## src/logic/core_pkg.sv

```systemverilog
// ----------------------------------------
// core package
// word types, ALU operations and the
// RV32I encodings the mini core decodes
// ----------------------------------------

`default_nettype none

package core_pkg;

  // ----------------------------------------
  // widths
  // ----------------------------------------
  localparam int unsigned Xlen   = 32;
  localparam int unsigned NrRegs = 32;

  typedef logic [Xlen-1:0]           xlen_t;
  typedef logic [$clog2(NrRegs)-1:0] reg_addr_t;

  // ----------------------------------------
  // operations
  // ----------------------------------------
  // addi shares OP_ADD, the immediate is picked as operand b
  typedef enum logic [3:0] {
    OP_ADD     = 4'd0,
    OP_SUB     = 4'd1,
    OP_AND     = 4'd2,
    OP_OR      = 4'd3,
    OP_XOR     = 4'd4,
    OP_SLL     = 4'd5,
    OP_SRL     = 4'd6,
    OP_LUI     = 4'd7,
    OP_ILLEGAL = 4'd15
  } alu_op_e;

  // ----------------------------------------
  // encodings
  // ----------------------------------------
  // major opcodes
  localparam logic [6:0] OpcodeOp    = 7'b0110011;
  localparam logic [6:0] OpcodeOpImm = 7'b0010011;
  localparam logic [6:0] OpcodeLui   = 7'b0110111;

  // funct7 of sub (and sra, which is not supported)
  localparam logic [6:0] Funct7Alt   = 7'b0100000;

endpackage

`default_nettype wire

```

## src/logic/fetch_queue.sv

```systemverilog
// ----------------------------------------
// fetch queue
// instruction FIFO in front of decode,
// hands back one credit per released entry
// ----------------------------------------

`timescale 1ns/10ps
`default_nettype none

module fetch_queue import core_pkg::*; #(
  parameter int unsigned FetchDepth = 4
) (
  input  logic  clk_i,
  input  logic  rst_ni,
  input  logic  instr_valid_i,
  input  xlen_t instr_i,
  input  logic  pop_i,
  output logic  head_valid_o,
  output xlen_t head_instr_o,
  output logic  credit_o
);

  localparam int unsigned PtrW = (FetchDepth > 1) ? $clog2(FetchDepth) : 1;
  localparam int unsigned CntW = $clog2(FetchDepth + 1);

  xlen_t           mem_q [FetchDepth];
  logic [PtrW-1:0] rd_ptr_q;
  logic [PtrW-1:0] wr_ptr_q;
  logic [CntW-1:0] count_q;
  logic            credit_q;
  logic            push;
  logic            pop;

  assign push         = instr_valid_i;
  assign pop          = pop_i & head_valid_o;
  assign head_valid_o = (count_q != '0);
  assign head_instr_o = mem_q[rd_ptr_q];
  assign credit_o     = credit_q;

  always_ff @(posedge clk_i or negedge rst_ni) begin
    if (!rst_ni) begin
      rd_ptr_q <= '0;
      wr_ptr_q <= '0;
      count_q  <= '0;
      credit_q <= 1'b0;
    end else begin
      if (push) begin
        wr_ptr_q <= (wr_ptr_q == PtrW'(FetchDepth - 1)) ? '0 : wr_ptr_q + 1'b1;
      end
      if (pop) begin
        rd_ptr_q <= (rd_ptr_q == PtrW'(FetchDepth - 1)) ? '0 : rd_ptr_q + 1'b1;
      end
      count_q  <= count_q + CntW'(push) - CntW'(pop);
      // freed slot goes back to the producer next cycle
      credit_q <= pop;
    end
  end

  // storage
  always_ff @(posedge clk_i) begin
    if (push) begin
      mem_q[wr_ptr_q] <= instr_i;
    end
  end

  // producer ran out of credits but sent anyway
  a_no_push_full : assert property (@(posedge clk_i) disable iff (!rst_ni)
    push |-> (count_q != CntW'(FetchDepth)));

  // decode must only take an entry that is there
  a_no_pop_empty : assert property (@(posedge clk_i) disable iff (!rst_ni)
    pop_i |-> head_valid_o);

endmodule

`default_nettype wire

```

## src/logic/id_stage.sv

```systemverilog
// ----------------------------------------
// decode stage
// turns the queue head into an ALU op,
// register indices and an immediate
// ----------------------------------------

`timescale 1ns/10ps
`default_nettype none

module id_stage import core_pkg::*; (
  input  logic      clk_i,
  input  logic      rst_ni,
  input  logic      head_valid_i,
  input  xlen_t     head_instr_i,
  output logic      pop_o,
  output logic      id_valid_o,
  output alu_op_e   id_op_o,
  output reg_addr_t id_rd_o,
  output reg_addr_t id_rs1_o,
  output reg_addr_t id_rs2_o,
  output xlen_t     id_imm_o,
  output logic      id_use_imm_o
);

  logic [6:0] opcode;
  logic [2:0] funct3;
  logic [6:0] funct7;
  alu_op_e    op_d;
  xlen_t      imm_d;
  logic       use_imm_d;
  logic       valid_q;

  assign opcode = head_instr_i[6:0];
  assign funct3 = head_instr_i[14:12];
  assign funct7 = head_instr_i[31:25];

  // nothing stalls, so the head is always taken
  assign pop_o = head_valid_i;

  always_comb begin
    op_d      = OP_ILLEGAL;
    imm_d     = '0;
    use_imm_d = 1'b0;
    case (opcode)
      OpcodeOp: begin
        if (funct7 == 7'b0) begin
          case (funct3)
            3'b000:  op_d = OP_ADD;
            3'b001:  op_d = OP_SLL;
            3'b100:  op_d = OP_XOR;
            3'b101:  op_d = OP_SRL;
            3'b110:  op_d = OP_OR;
            3'b111:  op_d = OP_AND;
            // slt and sltu are not in the subset
            default: op_d = OP_ILLEGAL;
          endcase
        end else if ((funct7 == Funct7Alt) && (funct3 == 3'b000)) begin
          op_d = OP_SUB;
        end
      end
      OpcodeOpImm: begin
        // only addi
        imm_d     = {{20{head_instr_i[31]}}, head_instr_i[31:20]};
        use_imm_d = 1'b1;
        if (funct3 == 3'b000) begin
          op_d = OP_ADD;
        end
      end
      OpcodeLui: begin
        imm_d     = {head_instr_i[31:12], 12'b0};
        use_imm_d = 1'b1;
        op_d      = OP_LUI;
      end
      default: op_d = OP_ILLEGAL;
    endcase
  end

  always_ff @(posedge clk_i or negedge rst_ni) begin
    if (!rst_ni) begin
      valid_q <= 1'b0;
    end else begin
      valid_q <= head_valid_i;
    end
  end

  // decoded fields, rd zeroed for illegal words so nothing gets written
  always_ff @(posedge clk_i) begin
    id_op_o      <= op_d;
    id_rd_o      <= (op_d == OP_ILLEGAL) ? '0 : head_instr_i[11:7];
    id_rs1_o     <= head_instr_i[19:15];
    id_rs2_o     <= head_instr_i[24:20];
    id_imm_o     <= imm_d;
    id_use_imm_o <= use_imm_d;
  end

  assign id_valid_o = valid_q;

endmodule

`default_nettype wire

```

## src/logic/regfile.sv

```systemverilog
// ----------------------------------------
// integer register file
// 32 x 32, two async reads, one write,
// x0 hardwired to zero
// ----------------------------------------

`timescale 1ns/10ps
`default_nettype none

module regfile import core_pkg::*; (
  input  logic      clk_i,
  input  logic      rst_ni,
  input  reg_addr_t raddr_a_i,
  input  reg_addr_t raddr_b_i,
  output xlen_t     rdata_a_o,
  output xlen_t     rdata_b_o,
  input  logic      we_i,
  input  reg_addr_t waddr_i,
  input  xlen_t     wdata_i
);

  xlen_t regs_q [NrRegs];

  always_ff @(posedge clk_i or negedge rst_ni) begin
    if (!rst_ni) begin
      for (int i = 0; i < NrRegs; i++) begin
        regs_q[i] <= '0;
      end
    end else if (we_i && (waddr_i != '0)) begin
      regs_q[waddr_i] <= wdata_i;
    end
  end

  // read ports
  assign rdata_a_o = (raddr_a_i == '0) ? '0 : regs_q[raddr_a_i];
  assign rdata_b_o = (raddr_b_i == '0) ? '0 : regs_q[raddr_b_i];

endmodule

`default_nettype wire

```

## src/logic/ex_stage.sv

```systemverilog
// ----------------------------------------
// execute stage
// operand select with bypass, ALU and the
// result register feeding commit
// ----------------------------------------

`timescale 1ns/10ps
`default_nettype none

module ex_stage import core_pkg::*; (
  input  logic      clk_i,
  input  logic      rst_ni,
  input  logic      id_valid_i,
  input  alu_op_e   id_op_i,
  input  reg_addr_t id_rd_i,
  input  reg_addr_t id_rs1_i,
  input  reg_addr_t id_rs2_i,
  input  xlen_t     id_imm_i,
  input  logic      id_use_imm_i,
  output reg_addr_t raddr_a_o,
  output reg_addr_t raddr_b_o,
  input  xlen_t     rdata_a_i,
  input  xlen_t     rdata_b_i,
  output logic      res_valid_o,
  output reg_addr_t res_rd_o,
  output xlen_t     res_data_o,
  output logic      res_illegal_o
);

  logic      res_valid_q;
  logic      res_illegal_q;
  reg_addr_t res_rd_q;
  xlen_t     res_data_q;
  logic      bypass_a;
  logic      bypass_b;
  xlen_t     operand_a;
  xlen_t     operand_b;
  xlen_t     alu_result;

  assign raddr_a_o = id_rs1_i;
  assign raddr_b_o = id_rs2_i;

  // ----------------------------------------
  // operands
  // ----------------------------------------
  // result register is written back only at the next edge
  assign bypass_a = res_valid_q && (res_rd_q == id_rs1_i) && (id_rs1_i != '0);
  assign bypass_b = res_valid_q && (res_rd_q == id_rs2_i) && (id_rs2_i != '0);

  assign operand_a = bypass_a ? res_data_q : rdata_a_i;
  assign operand_b = id_use_imm_i ? id_imm_i :
                     bypass_b     ? res_data_q : rdata_b_i;

  // ----------------------------------------
  // ALU
  // ----------------------------------------
  always_comb begin
    case (id_op_i)
      OP_ADD:  alu_result = operand_a + operand_b;
      OP_SUB:  alu_result = operand_a - operand_b;
      OP_AND:  alu_result = operand_a & operand_b;
      OP_OR:   alu_result = operand_a | operand_b;
      OP_XOR:  alu_result = operand_a ^ operand_b;
      OP_SLL:  alu_result = operand_a << operand_b[4:0];
      OP_SRL:  alu_result = operand_a >> operand_b[4:0];
      OP_LUI:  alu_result = id_imm_i;
      default: alu_result = '0;
    endcase
  end

  always_ff @(posedge clk_i or negedge rst_ni) begin
    if (!rst_ni) begin
      res_valid_q   <= 1'b0;
      res_illegal_q <= 1'b0;
    end else begin
      res_valid_q   <= id_valid_i;
      res_illegal_q <= id_valid_i && (id_op_i == OP_ILLEGAL);
    end
  end

  always_ff @(posedge clk_i) begin
    res_rd_q   <= id_rd_i;
    res_data_q <= alu_result;
  end

  assign res_valid_o   = res_valid_q;
  assign res_rd_o      = res_rd_q;
  assign res_data_o    = res_data_q;
  assign res_illegal_o = res_illegal_q;

  // decoder clears rd on illegal words, so they never reach a register
  a_illegal_no_rd : assert property (@(posedge clk_i) disable iff (!rst_ni)
    res_illegal_o |-> (res_rd_o == '0));

endmodule

`default_nettype wire

```

## src/logic/commit_stage.sv

```systemverilog
// ----------------------------------------
// commit stage
// write-back, commit port and the retired
// and illegal instruction counters
// ----------------------------------------

`timescale 1ns/10ps
`default_nettype none

module commit_stage import core_pkg::*; (
  input  logic      clk_i,
  input  logic      rst_ni,
  input  logic      res_valid_i,
  input  reg_addr_t res_rd_i,
  input  xlen_t     res_data_i,
  input  logic      res_illegal_i,
  output logic      we_o,
  output reg_addr_t waddr_o,
  output xlen_t     wdata_o,
  output logic      commit_valid_o,
  output reg_addr_t commit_rd_o,
  output xlen_t     commit_data_o,
  output logic      commit_illegal_o,
  output xlen_t     instret_o,
  output xlen_t     illegal_cnt_o
);

  xlen_t instret_q;
  xlen_t illegal_cnt_q;

  // write-back lands at the next edge
  assign we_o    = res_valid_i && !res_illegal_i && (res_rd_i != '0);
  assign waddr_o = res_rd_i;
  assign wdata_o = res_data_i;

  // every word retires here, in order
  assign commit_valid_o   = res_valid_i;
  assign commit_rd_o      = res_rd_i;
  assign commit_data_o    = res_data_i;
  assign commit_illegal_o = res_illegal_i;

  // performance counters
  always_ff @(posedge clk_i or negedge rst_ni) begin
    if (!rst_ni) begin
      instret_q     <= '0;
      illegal_cnt_q <= '0;
    end else if (res_valid_i) begin
      instret_q <= instret_q + 1'b1;
      if (res_illegal_i) begin
        illegal_cnt_q <= illegal_cnt_q + 1'b1;
      end
    end
  end

  assign instret_o     = instret_q;
  assign illegal_cnt_o = illegal_cnt_q;

endmodule

`default_nettype wire

```

## src/logic/rv_mini_core.sv

```systemverilog
// ----------------------------------------
// rv mini core
// in-order RV32I subset pipeline: fetch
// queue, decode, execute and commit
// ----------------------------------------

`timescale 1ns/10ps
`default_nettype none

module rv_mini_core import core_pkg::*; #(
  parameter int unsigned FetchDepth = 4
) (
  input  logic      clk_i,
  input  logic      rst_ni,
  // producer side, credit based
  input  logic      instr_valid_i,
  input  xlen_t     instr_i,
  output logic      instr_credit_o,
  // commit port
  output logic      commit_valid_o,
  output reg_addr_t commit_rd_o,
  output xlen_t     commit_data_o,
  output logic      commit_illegal_o,
  // counters
  output xlen_t     instret_o,
  output xlen_t     illegal_cnt_o
);

  // ----------------------------------------
  // stage wires
  // ----------------------------------------
  logic      head_valid;
  xlen_t     head_instr;
  logic      pop;

  logic      id_valid;
  alu_op_e   id_op;
  reg_addr_t id_rd;
  reg_addr_t id_rs1;
  reg_addr_t id_rs2;
  xlen_t     id_imm;
  logic      id_use_imm;

  reg_addr_t rf_raddr_a;
  reg_addr_t rf_raddr_b;
  xlen_t     rf_rdata_a;
  xlen_t     rf_rdata_b;
  logic      rf_we;
  reg_addr_t rf_waddr;
  xlen_t     rf_wdata;

  logic      res_valid;
  reg_addr_t res_rd;
  xlen_t     res_data;
  logic      res_illegal;

  fetch_queue #(
    .FetchDepth ( FetchDepth )
  ) i_fetch_queue (
    .clk_i         ( clk_i          ),
    .rst_ni        ( rst_ni         ),
    .instr_valid_i ( instr_valid_i  ),
    .instr_i       ( instr_i        ),
    .pop_i         ( pop            ),
    .head_valid_o  ( head_valid     ),
    .head_instr_o  ( head_instr     ),
    .credit_o      ( instr_credit_o )
  );

  id_stage i_id_stage (
    .clk_i        ( clk_i      ),
    .rst_ni       ( rst_ni     ),
    .head_valid_i ( head_valid ),
    .head_instr_i ( head_instr ),
    .pop_o        ( pop        ),
    .id_valid_o   ( id_valid   ),
    .id_op_o      ( id_op      ),
    .id_rd_o      ( id_rd      ),
    .id_rs1_o     ( id_rs1     ),
    .id_rs2_o     ( id_rs2     ),
    .id_imm_o     ( id_imm     ),
    .id_use_imm_o ( id_use_imm )
  );

  regfile i_regfile (
    .clk_i     ( clk_i      ),
    .rst_ni    ( rst_ni     ),
    .raddr_a_i ( rf_raddr_a ),
    .raddr_b_i ( rf_raddr_b ),
    .rdata_a_o ( rf_rdata_a ),
    .rdata_b_o ( rf_rdata_b ),
    .we_i      ( rf_we      ),
    .waddr_i   ( rf_waddr   ),
    .wdata_i   ( rf_wdata   )
  );

  ex_stage i_ex_stage (
    .clk_i         ( clk_i       ),
    .rst_ni        ( rst_ni      ),
    .id_valid_i    ( id_valid    ),
    .id_op_i       ( id_op       ),
    .id_rd_i       ( id_rd       ),
    .id_rs1_i      ( id_rs1      ),
    .id_rs2_i      ( id_rs2      ),
    .id_imm_i      ( id_imm      ),
    .id_use_imm_i  ( id_use_imm  ),
    .raddr_a_o     ( rf_raddr_a  ),
    .raddr_b_o     ( rf_raddr_b  ),
    .rdata_a_i     ( rf_rdata_a  ),
    .rdata_b_i     ( rf_rdata_b  ),
    .res_valid_o   ( res_valid   ),
    .res_rd_o      ( res_rd      ),
    .res_data_o    ( res_data    ),
    .res_illegal_o ( res_illegal )
  );

  commit_stage i_commit_stage (
    .clk_i            ( clk_i            ),
    .rst_ni           ( rst_ni           ),
    .res_valid_i      ( res_valid        ),
    .res_rd_i         ( res_rd           ),
    .res_data_i       ( res_data         ),
    .res_illegal_i    ( res_illegal      ),
    .we_o             ( rf_we            ),
    .waddr_o          ( rf_waddr         ),
    .wdata_o          ( rf_wdata         ),
    .commit_valid_o   ( commit_valid_o   ),
    .commit_rd_o      ( commit_rd_o      ),
    .commit_data_o    ( commit_data_o    ),
    .commit_illegal_o ( commit_illegal_o ),
    .instret_o        ( instret_o        ),
    .illegal_cnt_o    ( illegal_cnt_o    )
  );

endmodule

`default_nettype wire

```

## config.mk

```make
export PLATFORM = sky130hd
export DESIGN_NAME = rv_mini_core
export DESIGN_NICKNAME = d
export VERILOG_FILES = /design/src/logic/core_pkg.sv /design/src/logic/fetch_queue.sv /design/src/logic/id_stage.sv /design/src/logic/regfile.sv /design/src/logic/ex_stage.sv /design/src/logic/commit_stage.sv /design/src/logic/rv_mini_core.sv
export SDC_FILE = /design/constraint.sdc
export NUM_CORES = 2
export LEC_CHECK = 0
export BUFFER_PORTS_ARGS = -buffer_cell sky130_fd_sc_hd__clkbuf_2
export CORE_MARGIN = 5
export CORE_UTILIZATION = 60
export DETAILED_ROUTE_END_ITERATION = 16
export PLACE_DENSITY = 0.77
export SLEW_MARGIN = 10
export SYNTH_ARGS = -nofsm -noshare
export SYNTH_HDL_FRONTEND = slang
export SYNTH_HIERARCHICAL = 1
export SYNTH_SLANG_ARGS = --single-unit
```

## constraint.sdc

```tcl
create_clock -name clk_i -period 7.9 [get_ports clk_i]
set_clock_uncertainty 0.1 [all_clocks]
set_input_delay 0.79 -clock clk_i [delete_from_list [all_inputs] [get_ports clk_i]]
set_output_delay 0.79 -clock clk_i [all_outputs]
set_load 0.01 [all_outputs]
```

# [Word level (Yosys, flattened, before mapping)]
# Memory sizes are Yosys's and may differ from the RTL's.
# Index checks and enable logic that the tools add are counted.
[word_totals] wordCells=139 n_memories=1 regBits=1187 ramBits=128 out_inout_bits=104
[memory_table] memory="i_fetch_queue.mem_q" depth=4 width=32 read_ports=1 rd_ports_with_merged_regs=0 write_ports=1 line_no="fetch_queue.sv:26" rtl="xlen_t mem_q [FetchDepth];"
[op_classes] order_cmp=4 bitwise_logic=6 reduce_logical=22 n_eq_ne=22 addsub=8 shifts=2 mux=26
[ops] op="1024-bit bitwise mux" count=1
[ops] op="32-bit binary-select mux with 5-bit select" count=2
[ops] op="32-bit two-way mux" count=10
[ops] op="32-bit case mux with 8 select lines" count=1
[ops] op="32-bit demux with 5-bit select" count=1
[ops] op="32-bit by 1-bit adder with 32-bit output (second input constant)" count=2
[ops] op="32-bit case mux with 2 select lines" count=1
[ops] op="32-bit adder" count=1
[ops] op="32-bit bitwise AND" count=1
[ops] op="32-bit bitwise OR" count=1
[ops] op="32-bit by 5-bit << shifter with 32-bit output" count=1
[ops] op="32-bit by 5-bit right shift with 32-bit output" count=1
[ops] op="32-bit subtractor" count=1
[ops] op="32-bit XOR" count=1
[ops] op="4-bit case mux with 6 select lines" count=1
[ops] op="7-bit by 6-bit equality test with 1-bit output (second input constant)" count=3
[ops] op="6-bit greater-or-equal comparator (second input constant)" count=3
[ops] op="5-bit inverter with 6-bit output" count=3
[ops] op="4-bit by 3-bit equality test with 1-bit output (second input constant)" count=4
[ops] op="5-bit nonzero test" count=3
[ops] op="3-bit equality test (second input constant)" count=4
[ops] op="4-bit two-way mux" count=3
[ops] op="4-bit case mux with 3 select lines" count=1
[ops] op="5-bit equality test" count=2
[ops] op="other kinds (21)" count=38

# [Depth between registers and ports, before layout]
[logic_depth] ltp_word=9 mapped_depth=34 ltp_nobuf=25

# [Cells and area by module]
# Netlist, hierarchy kept.
[modules_own_cells] mod="regfile" seq_area_each_um2=25624.6 area_each_um2=54074.4 cells_each=3513 n_inst=1
[modules_own_cells] mod="ex_stage" seq_area_each_um2=790.8 area_each_um2=9840.7 cells_each=1299 n_inst=1
[modules_own_cells] mod="fetch_queue" seq_area_each_um2=4043.9 area_each_um2=5108.6 cells_each=206 n_inst=1
[modules_own_cells] mod="commit_stage" seq_area_each_um2=1601.5 area_each_um2=3530.9 cells_each=332 n_inst=1
[modules_own_cells] mod="id_stage" seq_area_each_um2=1066.0 area_each_um2=1595.3 cells_each=150 n_inst=1

# [Worst setup path after synthesis]
# OpenSTA, ideal clock, no wires.
[synth_timing] kind="register to register" from="register i_id_stage.id_rs2_o[0]" to="register i_ex_stage.res_data_q[31] (netlist: i_ex_stage/res_data_o[31])" setup_ns=0.122 path_stages_with_launch=31 n_path_buf=6 arrival_ns=6.338 t_required_ns=7.678 slack_ns=1.341 path_cell_list="dfxtp_1 buf_4 buf_2 buf_2 mux4_2 a22o_1 a2111oi_0 nor3_1 nand2_1 a21oi_1 or3_1 buf_6 inv_4 buf_8 buf_2 ha_1 and2_1 nand4_1 nor3_1 nor2_1 xnor2_1 ha_1 and3_1 a221o_1 a21o_1 a31oi_1 o31ai_1 a31oi_1 a21oi_1 xnor2_1 a221o_1"
[synth_between] elab_chain_len=9 word_cells_on_any_way=20 classes_between="2 x add/sub; 1 x eq/ne; 2 x shift; 7 x mux; 4 x bitwise; 4 x reduce/logical"
[synth_rtl] element="start, declared" line_no="id_stage.sv:20" rtl="output reg_addr_t id_rs2_o,"
[synth_rtl] element="start signal, assigned" line_no="id_stage.sv:91" rtl="id_rs2_o <= head_instr_i[24:20];"
[synth_rtl] element="5-bit inverter with 6-bit output (implied by the code)" line_no="regfile.sv:36" rtl="assign rdata_b_o = (raddr_b_i == '0) ? '0 : regs_q[raddr_b_i];"
[synth_rtl] element="32-bit binary-select mux with 5-bit select" line_no="regfile.sv:36"
[synth_rtl] element="32-bit two-way mux (implied by the code) (2 in series)" line_no="regfile.sv:36"
[synth_rtl] element="32-bit two-way mux (*)" line_no="regfile.sv:36"
[synth_rtl] element="named net rf_rdata_b[0]" line_no="rv_mini_core.sv:47" rtl="xlen_t rf_rdata_b;"
[synth_rtl] element="32-bit two-way mux (*)" line_no="ex_stage.sv:52" rtl="bypass_b ? res_data_q : rdata_b_i;"
[synth_rtl] element="32-bit two-way mux (*)" line_no="ex_stage.sv:51" rtl="assign operand_b = id_use_imm_i ? id_imm_i :"
[synth_rtl] element="32-bit subtractor (tied with other cells)" line_no="ex_stage.sv:60" rtl="OP_SUB: alu_result = operand_a - operand_b;"
[synth_rtl] element="32-bit case mux with 8 select lines (*)" line_no="ex_stage.sv:58" rtl="case (id_op_i)"
[synth_rtl] element="end signal, assigned" line_no="ex_stage.sv:83" rtl="res_data_q <= alu_result;"
[synth_rtl] element="end, declared" line_no="ex_stage.sv:33" rtl="xlen_t res_data_q;"
# Mark *: on every way through the listed nets, which the timed path passes. The rest lies on a longest branch. The select of a mux whose other input is x is not followed.
# A chain may end at the register's enable or synchronous reset.

# [Worst setup path in the final report]
[layout_timing] from="register i_id_stage.id_rs2_o[0]" to="register i_ex_stage.res_data_q[29] (netlist: i_ex_stage/res_data_o[29])"
# The elaborated chain is that of the path after synthesis.

==> out/results.txt <==
Outcome - complete, but fails checks
Failing checks - capacitance limit
Final worst-path cycle share - 0.956
Cell-internal power - 15.8 mW
Critical path startpoint category - register
Dominant cell type by area after synthesis - dfrtp_1
Leakage power total - 36.7 nW
Max Fclk - 0.132 GHz
Nets - 5550
Worst R2R Path Depth - 25
CP arrival - 8130 ps
Net Sw Frac - 0.439
Yosys cell types - 101
Syn_area_per_cell - 13.5 um^2
Post-synth EDFFs - 128
Multiplexer share of the synthesized area - 0.360
Main combinational cell family by area after synthesis - multiplexers
Worst hold path type - input port to register
GR Overflow Total - 0
Crit-path slowest cell - dfxtp_4
Switching power - 12.3 mW
YS warnings - 6
GPL Wtd Cong - 0.994
Max Cap Viol - 1
CP required - 8480 ps
Via count - 52100
CORE AREA - 0.123 mm^2
CP Max Fanout - 21
Starting Density - 0.601
Clock Path Buffers - 3
Later-pin clock latency in the skew report - 810 ps
Htree depth - 4
I/O Buffers - 138
CTS root buf - clkbuf_16
Endpoints failing setup - 0
Clock slew at reported path FFs - 60 ps
IO Count - 139
Post-synth top flop - dfrtp_1
Final Hold Viols - 0
Xor/xnor cell area share of the yosys netlist - 0.0151
Largest net degree at the start of global routing - 184
Flop pwr share - 0.268
Num rows - 129
Post-synth ARST share - 0.835
Worst Tran Pin Value - 1460 ps
Synth top cells by count - dfrtp_1 (1099), mux2_2 (1030), mux4_2 (497)
WHS - 102 ps
Syn_nets - 5643
Fin util - 0.655
Most common cell in the netlist - dfrtp_1
Layout cells sized above 1 - 0.404
Fin cells - 7160
Final ANT Viol Nets - 0
Num Clock Sinks - 1316
R2r endpoint - i_ex_stage/res_data_o[29]$_SDFF_PN0_
Hold path depth - 1
Worst R2R Setup Slack - 350 ps
Syn Inst Count - 5500
Proportion of power drawn by combinational gates - 0.490
Via count of the first global-routing pass - 52500
Drt total wl - 243000 um
DIE WIDTH - 362 um
Tmin final - 7550 ps
First-pass GRT wire length - 358000 um
RSZ-0062 raised after global routing - no
Pwr Density - 348 mW/mm^2
Synth Area in Simple Gates - 0.0465
Hold Startpoint - instr_i[21]
Die height - 362 um
Slew Limit Fails - 0
Compound-Gate Fraction of Synth Area - 0.0650
Vias per cell - 7.28
Max VDD drop - 0.337 mV
Crit-path leading delay family - simple AND/OR/NAND/NOR gates
Layout area overhead - 8.86%
Power, Total - 28.1 mW
Seq cells post-synth - 1316
Mapped Area - 0.0741 mm^2
Drc violations - 0
Synth top area cells - dfrtp_1 (37%), mux2_2 (16%), mux4_2 (15%)
DP Wirelength - 153000 um
Post-Place Cells - 6898
WS Path Type - register to register
Crit end category - register
Total Routing Usage GR - 0.369
Max incr delay on CP - 690 ps
TNS Setup - 0 ps
Proportion of synthesized chip area in sequential cells - 0.447
Total CTS buffers - 142
WL/cell - 33.9 um
DRT Pass-1 Iters - 6
Yosys top cell area share - 0.371
Buf/Inv on CP - 2
R2R Path Start - i_id_stage/id_rs2_o[0]$_DFF_P_
Clk network pwr share - 0.241
DRT iter0 DRCs - 6945
Initial antenna violation count - 2
CTS tree - yes
Hold Path End - i_fetch_queue/mem_q[2][21]$_DFFE_PP_
Synth Area in Adders - 0.0186
Die area - 0.131 mm^2
Max-slew headroom - 0.0206
## metrics by stage
step	setup WS (ps)	cell area [um^2]
4_1_cts	403	80700
6_report	348	80700
3_3_place_gp	452	76000
5_1_grt	19.3	80700
3_5_place_dp	450	76000
2_1_floorplan	1340	74100
## final cells by class
type | instances | area, um^2
Clock buffer | 210 | 4020
Timing Repair Buffer | 382 | 2770
Sequential cell | 1316 | 33200
Antenna cell | 2 | 5.00
Fill cell | 8807 | 42600
Clock inverter | 48 | 697
Multi-Input combinational cell | 3472 | 37700
Inverter | 93 | 354
Tap cell | 1637 | 2050
## routing by layer
metal	vias to the layer above	GRT usage	wire, um
met5	-	0	12
met4	2	0.208	16700
met3	828	0.112	29300
met1	27200	0.500	91400
li1	20800	-	-
met2	3356	0.536	105000
## kinds of logic (layout without fill, tap and decap cells)
| family | after synthesis | count (layout) |
|---|---|---|
| AOI/OAI and AO/OA | 684 | 684 |
| xor gates and xnor gates | 128 | 128 |
| adders and majority gates | 109 | 109 |
| buffers and inverters | 712 | 733 |
| DFF | 1316 | 1316 |
| muxes | 1906 | 1906 |
| other | 0 | 2 |
| and+or+nand+nor | 645 | 645 |
## state kept, by name (all words and copies together) (netlist names), 32 cells and up
signal / cells
i_regfile/regs_q: 1024
i_commit_stage/illegal_cnt_o: 32
i_ex_stage/res_data_o: 32
i_id_stage/id_imm_o: 32
i_commit_stage/instret_o: 32
i_fetch_queue/mem_q: 128
## placed cells by master, fill, tap and decap left out, types with 80 or more instances in the layout
| cell type | synthesis | routed |
|---|---|---|
| a21oi_1 | 119 | 119 |
| clkbuf_16 | 0 | 142 |
| ha_1 | 106 | 106 |
| nand2_1 | 178 | 167 |
| nor2_1 | 101 | 87 |
| mux2_2 | 1030 | 1030 |
| buf_4 | 138 | 224 |
| o22ai_1 | 83 | 83 |
| dfxtp_1 | 89 | 80 |
| edfxtp_1 | 128 | 128 |
| inv_1 | 82 | 81 |
| mux2i_1 | 361 | 361 |
| xnor2_1 | 96 | 96 |
| clkbuf_2 | 1 | 137 |
| dfrtp_1 | 1099 | 1098 |
| mux4_2 | 497 | 497 |
## power by group through the flow
| stage | combinational (mW) | clock, mW | sequential, mW |
|---|---|---|---|
| final | 13.8 | 6.77 | 7.53 |
| after global placement | 13.2 | 0 | 7.63 |
| after CTS | 13.3 | 6.84 | 7.53 |
| after floorplan | 9.00 | 0 | 7.31 |
| after global routing | 14.3 | 7.15 | 7.54 |
| after detailed placement | 13.2 | 0 | 7.65 |
## repair_timing
item	4_1_cts	5_1_grt
resized for setup	0	0
hold buffers	1	0
buffers inserted	0	1
hold endpoints to repair	19	0
endpoints found under the setup margin	0	3
## worst max-delay path by stage
stage,startpoint,endpoint,slack (ps),cells past startpoint
floorplan,i_id_stage/id_rs2_o[0]$_DFF_P_,i_ex_stage/res_data_o[31]$_SDFF_PN0_,1340,30
finish,i_id_stage/id_rs2_o[0]$_DFF_P_,i_ex_stage/res_data_o[29]$_SDFF_PN0_,350,25
CTS,i_id_stage/id_rs2_o[0]$_DFF_P_,i_ex_stage/res_data_o[29]$_SDFF_PN0_,400,24
global placement,i_id_stage/id_rs2_o[0]$_DFF_P_,i_ex_stage/res_data_o[19]$_SDFF_PN0_,450,25
detailed placement,i_id_stage/id_rs2_o[0]$_DFF_P_,i_ex_stage/res_data_o[29]$_SDFF_PN0_,450,25
global route,i_id_stage/id_rs2_o[0]$_DFF_P_,i_ex_stage/res_data_o[29]$_SDFF_PN0_,20,25
No activity file was read; power rests on OpenSTA's default activity.
